==> src/source/i3c_bus_pkg.sv <==
package i3c_bus_pkg;

  // Bits in one byte on the bus
  localparam int ByteWidth = 8;

  // Bit counter covers the eight data bits and the ACK bit
  localparam int BitIdxWidth = 4;

  // Private transfer target address
  localparam int AddrWidth = 7;

  // Address byte layout, MSB first on the wire
  typedef struct packed {
    logic [AddrWidth-1:0] addr;
    // High for a read, low for a write
    logic                 rw;
  } bus_addr_t;

  // Captured byte
  // First byte after a Start is read through the address view,
  // every later byte through the data view
  typedef union packed {
    bus_addr_t            a;
    logic [ByteWidth-1:0] data;
  } bus_byte_u;

endpackage

==> src/source/i3c_target_pkg.sv <==
package i3c_target_pkg;

  import i3c_bus_pkg::*;

  // Transfer states of the target
  typedef enum logic [4:0] {
    // Bus free, waiting for Start
    Idle,
    // Start seen, waiting for SCL to drop
    AcquireStart,
    // Shifting in the address byte
    AddrRead,
    // Address ACK, hold time then drive low through the ninth clock
    AddrAckWait,
    AddrAckSetup,
    AddrAckPulse,
    AddrAckHold,
    // Read data, one bit per pass through Setup, Pulse and Hold
    TransmitSetup,
    TransmitPulse,
    TransmitHold,
    // Host ACK or NACK of a read byte
    TransmitAck,
    TransmitAckPulse,
    // Write data from the host
    AcquireByte,
    // Data ACK, same sequence as the address ACK
    AcquireAckWait,
    AcquireAckSetup,
    AcquireAckPulse,
    AcquireAckHold,
    // Not addressed, NACKed or abandoned until the next Stop
    WaitForStop
  } state_e;

  // Format code carried in the top bits of a receive entry
  localparam int RxFmtWidth = 2;

  typedef enum logic [RxFmtWidth-1:0] {
    AcqData    = 2'b00,
    AcqStart   = 2'b01,
    AcqStop    = 2'b10,
    AcqRestart = 2'b11
  } rx_fmt_e;

  // Format code above the byte
  localparam int RxEntryWidth = RxFmtWidth + ByteWidth;

endpackage

==> src/source/i3c_bit_decode.sv <==
`timescale 1ns/10ps

module i3c_bit_decode
  import i3c_bus_pkg::*;
(
  input  logic                   clk_i,
  input  logic                   rst_ni,
  input  logic                   scl_i,
  input  logic                   sda_i,
  input  logic                   byte_clr_i,
  output logic                   start_det_o,
  output logic                   stop_det_o,
  output logic                   scl_rise_o,
  output logic                   scl_fall_o,
  output logic                   bit_ack_o,
  output logic                   host_ack_o,
  output logic [BitIdxWidth-1:0] bit_idx_o,
  output bus_byte_u              in_byte_o
);

  // Pin values one clock back
  logic scl_q;
  logic sda_q;
  logic sda_rise;
  logic sda_fall;

  // Position inside the current byte, 8 is the ACK slot
  logic [BitIdxWidth-1:0] bit_idx_q;
  bus_byte_u              in_byte_q;
  logic                   host_ack_q;

  // Bus idles high
  always_ff @(posedge clk_i or negedge rst_ni) begin
    if (!rst_ni) begin
      scl_q <= 1'b1;
      sda_q <= 1'b1;
    end else begin
      scl_q <= scl_i;
      sda_q <= sda_i;
    end
  end

  assign scl_rise_o = scl_i & ~scl_q;
  assign scl_fall_o = ~scl_i & scl_q;
  assign sda_rise   = sda_i & ~sda_q;
  assign sda_fall   = ~sda_i & sda_q;

  // SDA may only move under a high SCL for Start and Stop
  // SCL high on both samples keeps an SCL edge out of it
  assign start_det_o = sda_fall & scl_i & scl_q;
  assign stop_det_o  = sda_rise & scl_i & scl_q;

  assign bit_ack_o = (bit_idx_q == BitIdxWidth'(ByteWidth));

  // Counts SCL falls, back to zero after the ACK bit
  always_ff @(posedge clk_i or negedge rst_ni) begin
    if (!rst_ni) begin
      bit_idx_q <= '0;
    end else if (start_det_o || byte_clr_i) begin
      bit_idx_q <= '0;
    end else if (scl_fall_o) begin
      if (bit_ack_o) begin
        bit_idx_q <= '0;
      end else begin
        bit_idx_q <= bit_idx_q + 1'b1;
      end
    end
  end

  // MSB arrives first, ACK slot is skipped
  always_ff @(posedge clk_i) begin
    if (byte_clr_i) begin
      in_byte_q.data <= '0;
    end else if (scl_rise_o && !bit_ack_o) begin
      in_byte_q.data <= {in_byte_q.data[ByteWidth-2:0], sda_i};
    end
  end

  // Host pulls SDA low on the ninth clock to ACK
  always_ff @(posedge clk_i or negedge rst_ni) begin
    if (!rst_ni) begin
      host_ack_q <= 1'b0;
    end else if (scl_rise_o && bit_ack_o) begin
      host_ack_q <= ~sda_i;
    end
  end

  assign bit_idx_o  = bit_idx_q;
  assign in_byte_o  = in_byte_q;
  assign host_ack_o = host_ack_q;

  start_stop_excl_a: assert property (@(posedge clk_i) disable iff (!rst_ni)
    start_det_o |-> !stop_det_o);

endmodule

==> src/source/i3c_target_ctrl.sv <==
`timescale 1ns/10ps

module i3c_target_ctrl
  import i3c_bus_pkg::*;
  import i3c_target_pkg::*;
#(
  parameter int TimingWidth = 13
) (
  input  logic                   clk_i,
  input  logic                   rst_ni,
  input  logic                   target_enable_i,
  input  logic [AddrWidth-1:0]   target_addr_i,
  input  logic [TimingWidth-1:0] thd_dat_i,
  input  logic                   scl_i,
  input  logic                   start_det_i,
  input  logic                   stop_det_i,
  input  logic                   scl_rise_i,
  input  logic                   scl_fall_i,
  input  logic                   bit_ack_i,
  input  bus_byte_u              in_byte_i,
  input  logic                   host_ack_i,
  output logic                   byte_clr_o,
  output state_e                 state_o,
  output logic                   push_addr_o,
  output logic                   is_restart_o,
  output logic                   push_data_o,
  output logic                   push_stop_o,
  output logic                   pop_tx_o,
  output logic                   xfer_for_us_o,
  output logic                   rw_o,
  output logic                   expect_stop_o
);

  state_e                 state_q;
  // Counts down the data hold time after an SCL fall
  logic [TimingWidth-1:0] hold_cnt_q;
  logic                   hold_done;
  // Address matched since the last Start
  logic                   xfer_q;
  logic                   rw_q;
  logic                   restart_q;
  // Host NACKed a read byte, Stop is due
  logic                   expect_stop_q;
  // SCL went high before the ACK was set up
  logic                   nack_q;

  assign hold_done = (hold_cnt_q == '0);

  always_ff @(posedge clk_i or negedge rst_ni) begin
    if (!rst_ni) begin
      state_q       <= Idle;
      hold_cnt_q    <= '0;
      xfer_q        <= 1'b0;
      rw_q          <= 1'b0;
      restart_q     <= 1'b0;
      expect_stop_q <= 1'b0;
      nack_q        <= 1'b0;
    end else if (!target_enable_i) begin
      // Disabled target lets go of the bus
      state_q <= Idle;
      xfer_q  <= 1'b0;
      nack_q  <= 1'b0;
    end else if (stop_det_i) begin
      state_q <= Idle;
      xfer_q  <= 1'b0;
      nack_q  <= 1'b0;
    end else if (start_det_i) begin
      state_q       <= AcquireStart;
      // Start outside Idle is a repeated Start
      restart_q     <= (state_q != Idle);
      xfer_q        <= 1'b0;
      expect_stop_q <= 1'b0;
      nack_q        <= 1'b0;
    end else begin
      unique case (state_q)
        AcquireStart: begin
          if (scl_fall_i) state_q <= AddrRead;
        end
        AddrRead: begin
          if (bit_ack_i) begin
            if (in_byte_i.a.addr == target_addr_i) begin
              state_q    <= AddrAckWait;
              hold_cnt_q <= thd_dat_i;
              xfer_q     <= 1'b1;
              rw_q       <= in_byte_i.a.rw;
            end else begin
              state_q <= WaitForStop;
            end
          end
        end
        AddrAckWait, AcquireAckWait: begin
          if (scl_i) nack_q <= 1'b1;
          if (nack_q) begin
            state_q <= WaitForStop;
          end else if (hold_done) begin
            state_q <= (state_q == AddrAckWait) ? AddrAckSetup : AcquireAckSetup;
          end else begin
            hold_cnt_q <= hold_cnt_q - 1'b1;
          end
        end
        AddrAckSetup: begin
          if (scl_rise_i) state_q <= AddrAckPulse;
        end
        AcquireAckSetup: begin
          if (scl_rise_i) state_q <= AcquireAckPulse;
        end
        AddrAckPulse: begin
          if (scl_fall_i) begin
            state_q    <= AddrAckHold;
            hold_cnt_q <= thd_dat_i;
          end
        end
        AcquireAckPulse: begin
          if (scl_fall_i) begin
            state_q    <= AcquireAckHold;
            hold_cnt_q <= thd_dat_i;
          end
        end
        AddrAckHold: begin
          if (hold_done) begin
            state_q <= rw_q ? TransmitSetup : AcquireByte;
          end else begin
            hold_cnt_q <= hold_cnt_q - 1'b1;
          end
        end
        AcquireAckHold: begin
          if (hold_done) begin
            state_q <= AcquireByte;
          end else begin
            hold_cnt_q <= hold_cnt_q - 1'b1;
          end
        end
        TransmitSetup: begin
          if (scl_rise_i) state_q <= TransmitPulse;
        end
        TransmitPulse: begin
          if (scl_fall_i) begin
            state_q    <= TransmitHold;
            hold_cnt_q <= thd_dat_i;
          end
        end
        TransmitHold: begin
          if (hold_done) begin
            // Eighth bit done, the host owns the ACK slot
            state_q <= bit_ack_i ? TransmitAck : TransmitSetup;
          end else begin
            hold_cnt_q <= hold_cnt_q - 1'b1;
          end
        end
        TransmitAck: begin
          if (scl_rise_i) state_q <= TransmitAckPulse;
        end
        TransmitAckPulse: begin
          if (scl_fall_i) begin
            if (host_ack_i) begin
              state_q    <= TransmitHold;
              hold_cnt_q <= thd_dat_i;
            end else begin
              state_q       <= WaitForStop;
              expect_stop_q <= 1'b1;
            end
          end
        end
        AcquireByte: begin
          if (bit_ack_i) begin
            state_q    <= AcquireAckWait;
            hold_cnt_q <= thd_dat_i;
          end
        end
        default: begin
          state_q <= state_q;
        end
      endcase
    end
  end

  // Entries go out as the ACK is released
  assign push_addr_o  = (state_q == AddrAckHold) && hold_done;
  assign push_data_o  = (state_q == AcquireAckHold) && hold_done;
  assign push_stop_o  = target_enable_i & stop_det_i & xfer_q;
  assign pop_tx_o     = (state_q == TransmitAckPulse) && scl_fall_i;
  assign byte_clr_o   = push_addr_o | push_data_o | ((state_q == AcquireStart) && scl_fall_i);

  assign state_o       = state_q;
  assign is_restart_o  = restart_q;
  assign xfer_for_us_o = xfer_q;
  assign rw_o          = rw_q;
  assign expect_stop_o = expect_stop_q;

  // Only Start, Stop or a disable lead out of WaitForStop, never into an ACK
  wait_stop_hold_a: assert property (@(posedge clk_i) disable iff (!rst_ni)
    (state_q == WaitForStop && !start_det_i) |=> (state_q inside {WaitForStop, Idle}));

endmodule

==> src/source/i3c_target_result.sv <==
`timescale 1ns/10ps

module i3c_target_result
  import i3c_bus_pkg::*;
  import i3c_target_pkg::*;
(
  input  logic                    clk_i,
  input  logic                    rst_ni,
  input  logic                    target_enable_i,
  input  state_e                  state_i,
  input  bus_byte_u               in_byte_i,
  input  logic [BitIdxWidth-1:0]  bit_idx_i,
  input  logic                    push_addr_i,
  input  logic                    is_restart_i,
  input  logic                    push_data_i,
  input  logic                    push_stop_i,
  input  logic                    pop_tx_i,
  input  logic                    xfer_for_us_i,
  input  logic                    rw_i,
  input  logic                    expect_stop_i,
  input  logic [ByteWidth-1:0]    tx_data_i,
  input  logic                    stop_det_i,
  input  logic                    start_det_i,
  output logic                    sda_o,
  output logic                    target_idle_o,
  output logic                    target_transmitting_o,
  output logic                    rx_valid_o,
  output logic [RxEntryWidth-1:0] rx_data_o,
  output logic                    tx_ready_o,
  output logic                    event_cmd_complete_o,
  output logic                    event_unexp_stop_o
);

  localparam int SelWidth = $clog2(ByteWidth);

  // Bit of tx_data_i on the wire, MSB first
  logic [SelWidth-1:0] tx_sel;
  logic                sda_d;
  logic                sda_q;
  // High while the target itself owns SDA
  logic                drive_d;
  logic                drive_q;
  rx_fmt_e             rx_fmt;

  assign tx_sel = SelWidth'(ByteWidth - 1) - bit_idx_i[SelWidth-1:0];

  always_comb begin
    sda_d   = 1'b1;
    drive_d = 1'b0;
    unique case (state_i)
      // ACK is SDA low from setup until the hold time after the ninth clock
      AddrAckSetup, AddrAckPulse, AddrAckHold,
      AcquireAckSetup, AcquireAckPulse, AcquireAckHold: begin
        sda_d   = 1'b0;
        drive_d = 1'b1;
      end
      // New bit goes out while SCL is low
      TransmitSetup: begin
        sda_d   = tx_data_i[tx_sel];
        drive_d = 1'b1;
      end
      // Bit stays put through SCL high and its hold time
      // After a host ACK this keeps SDA released until the next setup
      TransmitPulse, TransmitHold: begin
        sda_d   = sda_q;
        drive_d = drive_q;
      end
      default: begin
        sda_d   = 1'b1;
        drive_d = 1'b0;
      end
    endcase
  end

  always_ff @(posedge clk_i or negedge rst_ni) begin
    if (!rst_ni) begin
      sda_q   <= 1'b1;
      drive_q <= 1'b0;
    end else begin
      sda_q   <= sda_d;
      drive_q <= drive_d;
    end
  end

  assign sda_o                 = sda_q;
  assign target_transmitting_o = drive_q;
  assign target_idle_o         = (state_i == Idle);

  // Stop outranks the rest, though the pushes never meet in practice
  always_comb begin
    rx_fmt = AcqData;
    if (push_stop_i) begin
      rx_fmt = AcqStop;
    end else if (push_addr_i) begin
      rx_fmt = is_restart_i ? AcqRestart : AcqStart;
    end
  end

  assign rx_valid_o = push_addr_i | push_data_i | push_stop_i;
  // Byte field of a Stop entry is whatever was last shifted in
  assign rx_data_o  = {rx_fmt, in_byte_i.data};
  assign tx_ready_o = pop_tx_i;

  // Transfer ends on Stop or repeated Start
  assign event_cmd_complete_o = target_enable_i & xfer_for_us_i & (stop_det_i | start_det_i);

  // Host should NACK the last read byte before its Stop
  assign event_unexp_stop_o = target_enable_i & xfer_for_us_i & rw_i & stop_det_i &
                              ~expect_stop_i;

  // Pushes sit in write and Stop phases, pops only in a read
  rx_tx_excl_a: assert property (@(posedge clk_i) disable iff (!rst_ni)
    !(rx_valid_o && tx_ready_o));

endmodule

==> src/source/i3c_target.sv <==
`timescale 1ns/10ps

module i3c_target
  import i3c_bus_pkg::*;
  import i3c_target_pkg::*;
#(
  parameter int TimingWidth = 13
) (
  input  logic                    clk_i,
  input  logic                    rst_ni,
  input  logic                    target_enable_i,
  input  logic [AddrWidth-1:0]    target_addr_i,
  input  logic [TimingWidth-1:0]  thd_dat_i,
  input  logic                    scl_i,
  input  logic                    sda_i,
  output logic                    sda_o,
  input  logic [ByteWidth-1:0]    tx_data_i,
  output logic                    tx_ready_o,
  output logic                    rx_valid_o,
  output logic [RxEntryWidth-1:0] rx_data_o,
  output logic                    target_idle_o,
  output logic                    target_transmitting_o,
  output logic                    event_cmd_complete_o,
  output logic                    event_unexp_stop_o
);

  // Decode to control
  logic                   start_det;
  logic                   stop_det;
  logic                   scl_rise;
  logic                   scl_fall;
  logic                   bit_ack;
  logic                   host_ack;
  logic [BitIdxWidth-1:0] bit_idx;
  bus_byte_u              in_byte;

  // Control back to decode
  logic byte_clr;

  // Control to result
  state_e state;
  logic   push_addr;
  logic   is_restart;
  logic   push_data;
  logic   push_stop;
  logic   pop_tx;
  logic   xfer_for_us;
  logic   rw_q;
  logic   expect_stop;

  i3c_bit_decode i3c_bit_decode_inst (
    .clk_i       (clk_i),
    .rst_ni      (rst_ni),
    .scl_i       (scl_i),
    .sda_i       (sda_i),
    .byte_clr_i  (byte_clr),
    .start_det_o (start_det),
    .stop_det_o  (stop_det),
    .scl_rise_o  (scl_rise),
    .scl_fall_o  (scl_fall),
    .bit_ack_o   (bit_ack),
    .host_ack_o  (host_ack),
    .bit_idx_o   (bit_idx),
    .in_byte_o   (in_byte)
  );

  i3c_target_ctrl #(
    .TimingWidth (TimingWidth)
  ) i3c_target_ctrl_inst (
    .clk_i           (clk_i),
    .rst_ni          (rst_ni),
    .target_enable_i (target_enable_i),
    .target_addr_i   (target_addr_i),
    .thd_dat_i       (thd_dat_i),
    .scl_i           (scl_i),
    .start_det_i     (start_det),
    .stop_det_i      (stop_det),
    .scl_rise_i      (scl_rise),
    .scl_fall_i      (scl_fall),
    .bit_ack_i       (bit_ack),
    .in_byte_i       (in_byte),
    .host_ack_i      (host_ack),
    .byte_clr_o      (byte_clr),
    .state_o         (state),
    .push_addr_o     (push_addr),
    .is_restart_o    (is_restart),
    .push_data_o     (push_data),
    .push_stop_o     (push_stop),
    .pop_tx_o        (pop_tx),
    .xfer_for_us_o   (xfer_for_us),
    .rw_o            (rw_q),
    .expect_stop_o   (expect_stop)
  );

  i3c_target_result i3c_target_result_inst (
    .clk_i                 (clk_i),
    .rst_ni                (rst_ni),
    .target_enable_i       (target_enable_i),
    .state_i               (state),
    .in_byte_i             (in_byte),
    .bit_idx_i             (bit_idx),
    .push_addr_i           (push_addr),
    .is_restart_i          (is_restart),
    .push_data_i           (push_data),
    .push_stop_i           (push_stop),
    .pop_tx_i              (pop_tx),
    .xfer_for_us_i         (xfer_for_us),
    .rw_i                  (rw_q),
    .expect_stop_i         (expect_stop),
    .tx_data_i             (tx_data_i),
    .stop_det_i            (stop_det),
    .start_det_i           (start_det),
    .sda_o                 (sda_o),
    .target_idle_o         (target_idle_o),
    .target_transmitting_o (target_transmitting_o),
    .rx_valid_o            (rx_valid_o),
    .rx_data_o             (rx_data_o),
    .tx_ready_o            (tx_ready_o),
    .event_cmd_complete_o  (event_cmd_complete_o),
    .event_unexp_stop_o    (event_unexp_stop_o)
  );

endmodule

==> config.mk <==
export PLATFORM = sky130hd
export DESIGN_NAME = i3c_target
export DESIGN_NICKNAME = d
export VERILOG_FILES = /design/src/source/i3c_bus_pkg.sv /design/src/source/i3c_target_pkg.sv /design/src/source/i3c_bit_decode.sv /design/src/source/i3c_target_ctrl.sv /design/src/source/i3c_target_result.sv /design/src/source/i3c_target.sv
export SDC_FILE = /design/constraint.sdc
export NUM_CORES = 1
export LEC_CHECK = 0
export BUFFER_PORTS_ARGS = -buffer_cell sky130_fd_sc_hd__buf_2
export CAP_MARGIN = 20
export CELL_PAD_IN_SITES_DETAIL_PLACEMENT = 0
export CELL_PAD_IN_SITES_GLOBAL_PLACEMENT = 1
export CORE_UTILIZATION = 42
export CTS_BUF_LIST = sky130_fd_sc_hd__clkbuf_4
export DETAILED_ROUTE_END_ITERATION = 10
export GPL_TIMING_DRIVEN = 0
export PLACE_DENSITY_LB_ADDON = 0.1
export SYNTH_ARGS = -nofsm -noshare
export SYNTH_HDL_FRONTEND = slang
export SYNTH_SLANG_ARGS = --single-unit
==> constraint.sdc <==
create_clock -name clk_i -period 6.6 [get_ports clk_i]
set_input_delay 0.66 -clock clk_i [delete_from_list [all_inputs] [get_ports clk_i]]
set_output_delay 0.66 -clock clk_i [all_outputs]
set_load 0.02 [all_outputs]
After elaboration in Yosys (flattened, before gate mapping)
Index checks and enable logic that the tools add are counted.
{"block": "totals", "word_cells": 178, "output_inout_bits": 17, "inputBits": 33, "register_bits": 40}
{"block": "op_classes", "bitwise": 26, "eq_ne": 47, "order_cmp": 1, "n_reduce_logical": 28, "addsub": 3, "mux": 59}
{"op": "5-bit 2-to-1 mux", "count": 21}
{"op": "13-bit 2-to-1 mux", "count": 8}
{"op": "13-bit one-hot mux with 6 select lines", "count": 1}
{"op": "5-bit one-hot mux with 15 select lines", "count": 1}
{"op": "5-bit by 4-bit equality test with 1-bit output (second input constant)", "count": 8}
{"op": "5-bit by 3-bit != test with 1-bit output (second input constant)", "count": 8}
{"op": "5-bit by 4-bit != test with 1-bit output (second input constant)", "count": 6}
{"op": "4-bit 2-to-1 mux", "count": 6}
{"op": "5-bit by 3-bit equality test with 1-bit output (second input constant)", "count": 4}
{"op": "4-bit by 1-bit != test with 1-bit output (second input constant)", "count": 5}
{"op": "18-bit by 1-bit != test with 1-bit output (second input constant)", "count": 1}
{"op": "1-bit 2-to-1 mux", "count": 16}
{"op": "16-bit AND reduction", "count": 1}
{"op": "1-bit bitwise AND", "count": 15}
{"op": "13-bit zero test", "count": 1}
{"op": "13-bit by 1-bit subtractor with 13-bit output (second input constant)", "count": 1}
{"op": "11-bit AND reduction", "count": 1}
{"op": "5-bit by 2-bit equality test with 1-bit output (second input constant)", "count": 2}
{"op": "2-bit by 1-bit != test with 1-bit output (second input constant)", "count": 4}
{"op": "2-bit != test (second input constant)", "count": 4}
{"op": "7-bit equality test", "count": 1}
{"op": "1-bit inverter", "count": 7}
{"op": "7-bit OR reduction", "count": 1}
{"op": "1-bit logical AND", "count": 6}
{"op": "other kinds (25)", "count": 35}

Depth between registers and ports, before layout
{"block": "logic_depth", "depth_word": 8, "depth_mapped": 10, "depth_no_buf": 8}

By module
A second synthesis with hierarchy kept.
{"block": "hier_totals", "hier_cells": 371, "hier_area_um2": 3083.0}
{"mod": "i3c_target_ctrl", "n_inst": 1, "area_each_um2": 2117.0, "cells_each": 261}
{"mod": "i3c_bit_decode", "n_inst": 1, "area_each_um2": 665.6, "cells_each": 73}
{"mod": "i3c_target_result", "n_inst": 1, "area_each_um2": 300.3, "cells_each": 37}

Least setup slack after synthesis
Ideal clock, no wire load.
{"block": "synth_timing", "path_kind": "flip-flop to output port", "startpoint": "register i3c_target_ctrl_inst.hold_cnt_q[0]", "endpoint": "output rx_data_o[9]", "n_path_buf": 1, "path_stages_with_launch": 8, "required_ps": 5940, "arrival_time_ps": 2056, "setup_slack_ps": 3884, "path_cell_list": "dfrtp_1 -> inv_1 -> ha_1 -> nor3b_1 -> nand4_2 -> buf_6 -> or4_1 -> o21ai_1"}
{"block": "synth_via", "elab_chain_len": 4}
{"item": "start: declaration", "line_no": "i3c_target_ctrl.sv:36", "text": "logic [TimingWidth-1:0] hold_cnt_q;"}
{"item": "start signal: assignment", "line_no": "i3c_target_ctrl.sv:83", "text": "hold_cnt_q <= thd_dat_i;"}
{"item": "start signal: assignment", "line_no": "i3c_target_ctrl.sv:98", "text": "hold_cnt_q <= hold_cnt_q - 1'b1;"}
{"item": "start signal: assignment", "line_no": "i3c_target_ctrl.sv:110", "text": "hold_cnt_q <= thd_dat_i;"}
{"item": "13-bit zero test", "line_no": "i3c_target_ctrl.sv:47", "text": "assign hold_done = (hold_cnt_q == '0);"}
{"item": "1-bit logical AND", "line_no": "i3c_target_ctrl.sv:178", "text": "assign push_addr_o = (state_q == AddrAckHold) && hold_done;"}
{"item": "2-bit 2-to-1 mux", "line_no": "i3c_target_result.sv:94", "text": "end else if (push_addr_i) begin"}
{"item": "2-bit 2-to-1 mux", "line_no": "i3c_target_result.sv:92", "text": "if (push_stop_i) begin"}
{"item": "end: declaration", "line_no": "i3c_target.sv:20", "text": "output logic [RxEntryWidth-1:0] rx_data_o,"}
Every way passes these cells.

Worst setup path in the final report
Ends and elaborated chain as after synthesis.

==> metrics <==
TritonCTS Sinks=40; most frequent cell after synthesis=nand2_1; Clock Skew=0.0179 ns; FF+latch count, synth=40; Worst-Skew Late Latency=0.36 ns; Routed Antenna Nets=0; synth top area cells=dfrtp_1 24%, a21oi_1 6.2%, dfxtp_1 5.4%, nand2_1 5.2%, nor2_1 3.8%; Die W=86.3 um; worst min-delay path class=in -> async; setup TNS=0 ns; initial antenna violation count=0; final setup fails=0; Critical Path RT=5.94 ns; Pwr Density=398 nW/um^2; 1st-iter DRT viols=352; diode count=0; Yosys top cell by area=dfrtp_1; htree depth=2; TritonRoute pass-1 iters=5; Setup CP Type=reg -> out; Core ar.=6830 sq um; CTS Buffer Depth=2; global-route wire length before repair=14000 um; ys flop type=dfrtp_1; Crit Path Max Fanout=10; most instantiated cells after synthesis=41 x nand2_1, 37 x a21oi_1, 30 x nor2_1; via/cell ratio=5.89; final net count=466; Synth Warn #=0; Worst setup EP type=output pin; register area share after synthesis=0.323; root buffer cell=clkbuf_4; Yosys top cell area share=0.243; Rows=30; Die Area=7460 sq um; unrepaired setup endpoints after global routing=false; DRC Markers=0; ys async rst share=0.800; final worst-path cycle share=0.513; Area growth, synth to finish=14.7%; Slew HR=0.458; Leak=1.43 nW; Synth cell types=65; CTS tree=done; Starting Density=0.437; Least-Margin Pin Slew=0.802 ns; Critical Path Source Type=flip-flop; WL final=8570 um; Post-synth EDFFs=0; maxcap violations=0; GRT Overall Usage=0.242; synthesized area=2990 sq um; die height=86.3 um; postcts setup bufs=0; vias in the first global route=2817; status=complete, no violations; WL per Instance=16.3 um; # resized after CTS=0; TritonCTS Buffers=5; Worst EP arrival=2.73 ns; FMAX=295 MHz; Layout Utilization=0.502; DR vias=3100; Tmin final=3.39 ns; hpwl dp=6340 um; Port Buffers=48; Syn Nets=411; Synth Area per Inst=7.99 sq um; flip-flop and latch area=965 sq um; GP Congestion=0.929; VDD IR max=0.000190 V; layout cells sized above 1=0.219; largest net degree at the start of global routing=33; Top-Level Pins=50; final slew viol count=0; Hold-fix buffers, CTS=0; Worst-path clk slew=0.14 ns; Multi-input gate area=1850 sq um; grt total ovfl=0; Fillers=705; synthesized instance count=374; Fin. Hold Viols=0
-- cells in the final DEF, fill, tap and decap left out, types with 4 or more instances in the layout --
cell       instances
a21oi_1           37
a22oi_1            4
a2bb2oi_1          4
a31oi_1           13
and3_1             4
buf_2             59
clkbuf_1           8
clkbuf_4           5
dfrtp_1           29
dfxtp_1            8
ha_1               4
inv_1             11
mux2_2             4
nand2_1           41
nand2b_1          12
nand3_1            9
nand4_1            6
nor2_1            30
nor2b_1            7
nor3_1            11
nor3b_1            7
o21ai_0           21
o21ai_1            6
o22ai_1            8
o31ai_1            9
xnor2_1            5
-- metal layers --
layer  share of wire  global-route usage  up-vias
met5               0                   0        -
met4           0.018              0.0758        0
met3           0.070              0.0305       14
met2            0.45               0.370      130
met1            0.47               0.354     1469
li1                -                   -     1487
-- layout make-up --
class,count,area share
Clock inverter,3,0.0124
Tap cell,96,0.0350
Multi-Input combinational cell,297,0.539
Inverter,12,0.0131
Buffer,25,0.0383
Clock buffer,5,0.0109
Timing Repair Buffer,48,0.0701
Sequential cell,40,0.281
-- final timing paths --
check	start	cells after the start	to	slack (ns)
hold / removal	rst_ni	1	i3c_target_result_inst.target_transmitting_o$_DFFE_PN0N_	0.35
setup / recovery	i3c_target_ctrl_inst.hold_cnt_q[0]$_DFFE_PN0P_	8	rx_data_o[9]	3.21
setup reg to reg	i3c_bit_decode_inst.bit_idx_o[0]$_DFFE_PN0P_	9	i3c_target_ctrl_inst.state_o[2]$_DFFE_PN0P_	3.88
max in group asynchronous	rst_ni	1	i3c_target_ctrl_inst.xfer_for_us_o$_DFFE_PN0P_	5.72
hold reg to reg	i3c_bit_decode_inst.in_byte_o[0]$_SDFFE_PP0P_	2	i3c_bit_decode_inst.in_byte_o[1]$_SDFFE_PP0P_	0.50
min in group clk_i	scl_i	1	i3c_bit_decode_inst.scl_q$_DFF_PN1_	0.44
-- state kept, by name, summed over array words and instances (netlist names) --
name / cells
i3c_target_ctrl_inst.nack_q: 1
i3c_bit_decode_inst.bit_idx_o: 4
i3c_bit_decode_inst.scl_q: 1
i3c_target_ctrl_inst.rw_o: 1
i3c_target_ctrl_inst.xfer_for_us_o: 1
i3c_target_ctrl_inst.state_o: 5
i3c_target_ctrl_inst.expect_stop_o: 1
i3c_target_result_inst.sda_o: 1
i3c_target_ctrl_inst.hold_cnt_q: 13
i3c_bit_decode_inst.sda_q: 1
i3c_target_ctrl_inst.is_restart_o: 1
i3c_target_result_inst.target_transmitting_o: 1
i3c_bit_decode_inst.host_ack_o: 1
i3c_bit_decode_inst.in_byte_o: 8
-- stage by stage --
stage	power (W)	std cells	hold slack (ns)	instance area [sq um]	setup WS, ns
after floorplan	0.000980	374	0.364	2990	3.88
after global placement	0.00119	518	0.469	3350	3.66
after detailed placement	0.00118	518	0.480	3350	3.66
after CTS	0.00136	526	0.385	3430	3.22
after global routing	0.00147	526	0.424	3430	3.10
final	0.00136	526	0.353	3430	3.21
-- power by group --
part	switching [W]	internal, W	leakage (nW)
Combinational	0.000477	0.000286	0.926
Clock	0.0000933	0.0000793	0.0428
Sequential	0.0000928	0.000335	0.461
-- critical path: stages, from the launching register on --
cell	delay, ns
dfrtp_1	0.41
inv_1	0.12
ha_1	0.15
nor3b_1	0.37
nand4_2	0.19
buf_6	0.19
or4_1	0.57
o21ai_1	0.17
buf_2	0.18
-- cells by family (layout without fill, tap and decap cells) --
logic type | count (synthesis) | count (layout) | share of synthesized area
compound gates | 125 | 125 | 0.271
xor+xnor | 8 | 8 | 0.0235
fa+ha+maj | 4 | 4 | 0.0168
buf+inv | 37 | 93 | 0.0590
flops | 40 | 40 | 0.323
mux | 9 | 9 | 0.0402
simple gates | 151 | 151 | 0.267
(Power assumes the default switching activity.)
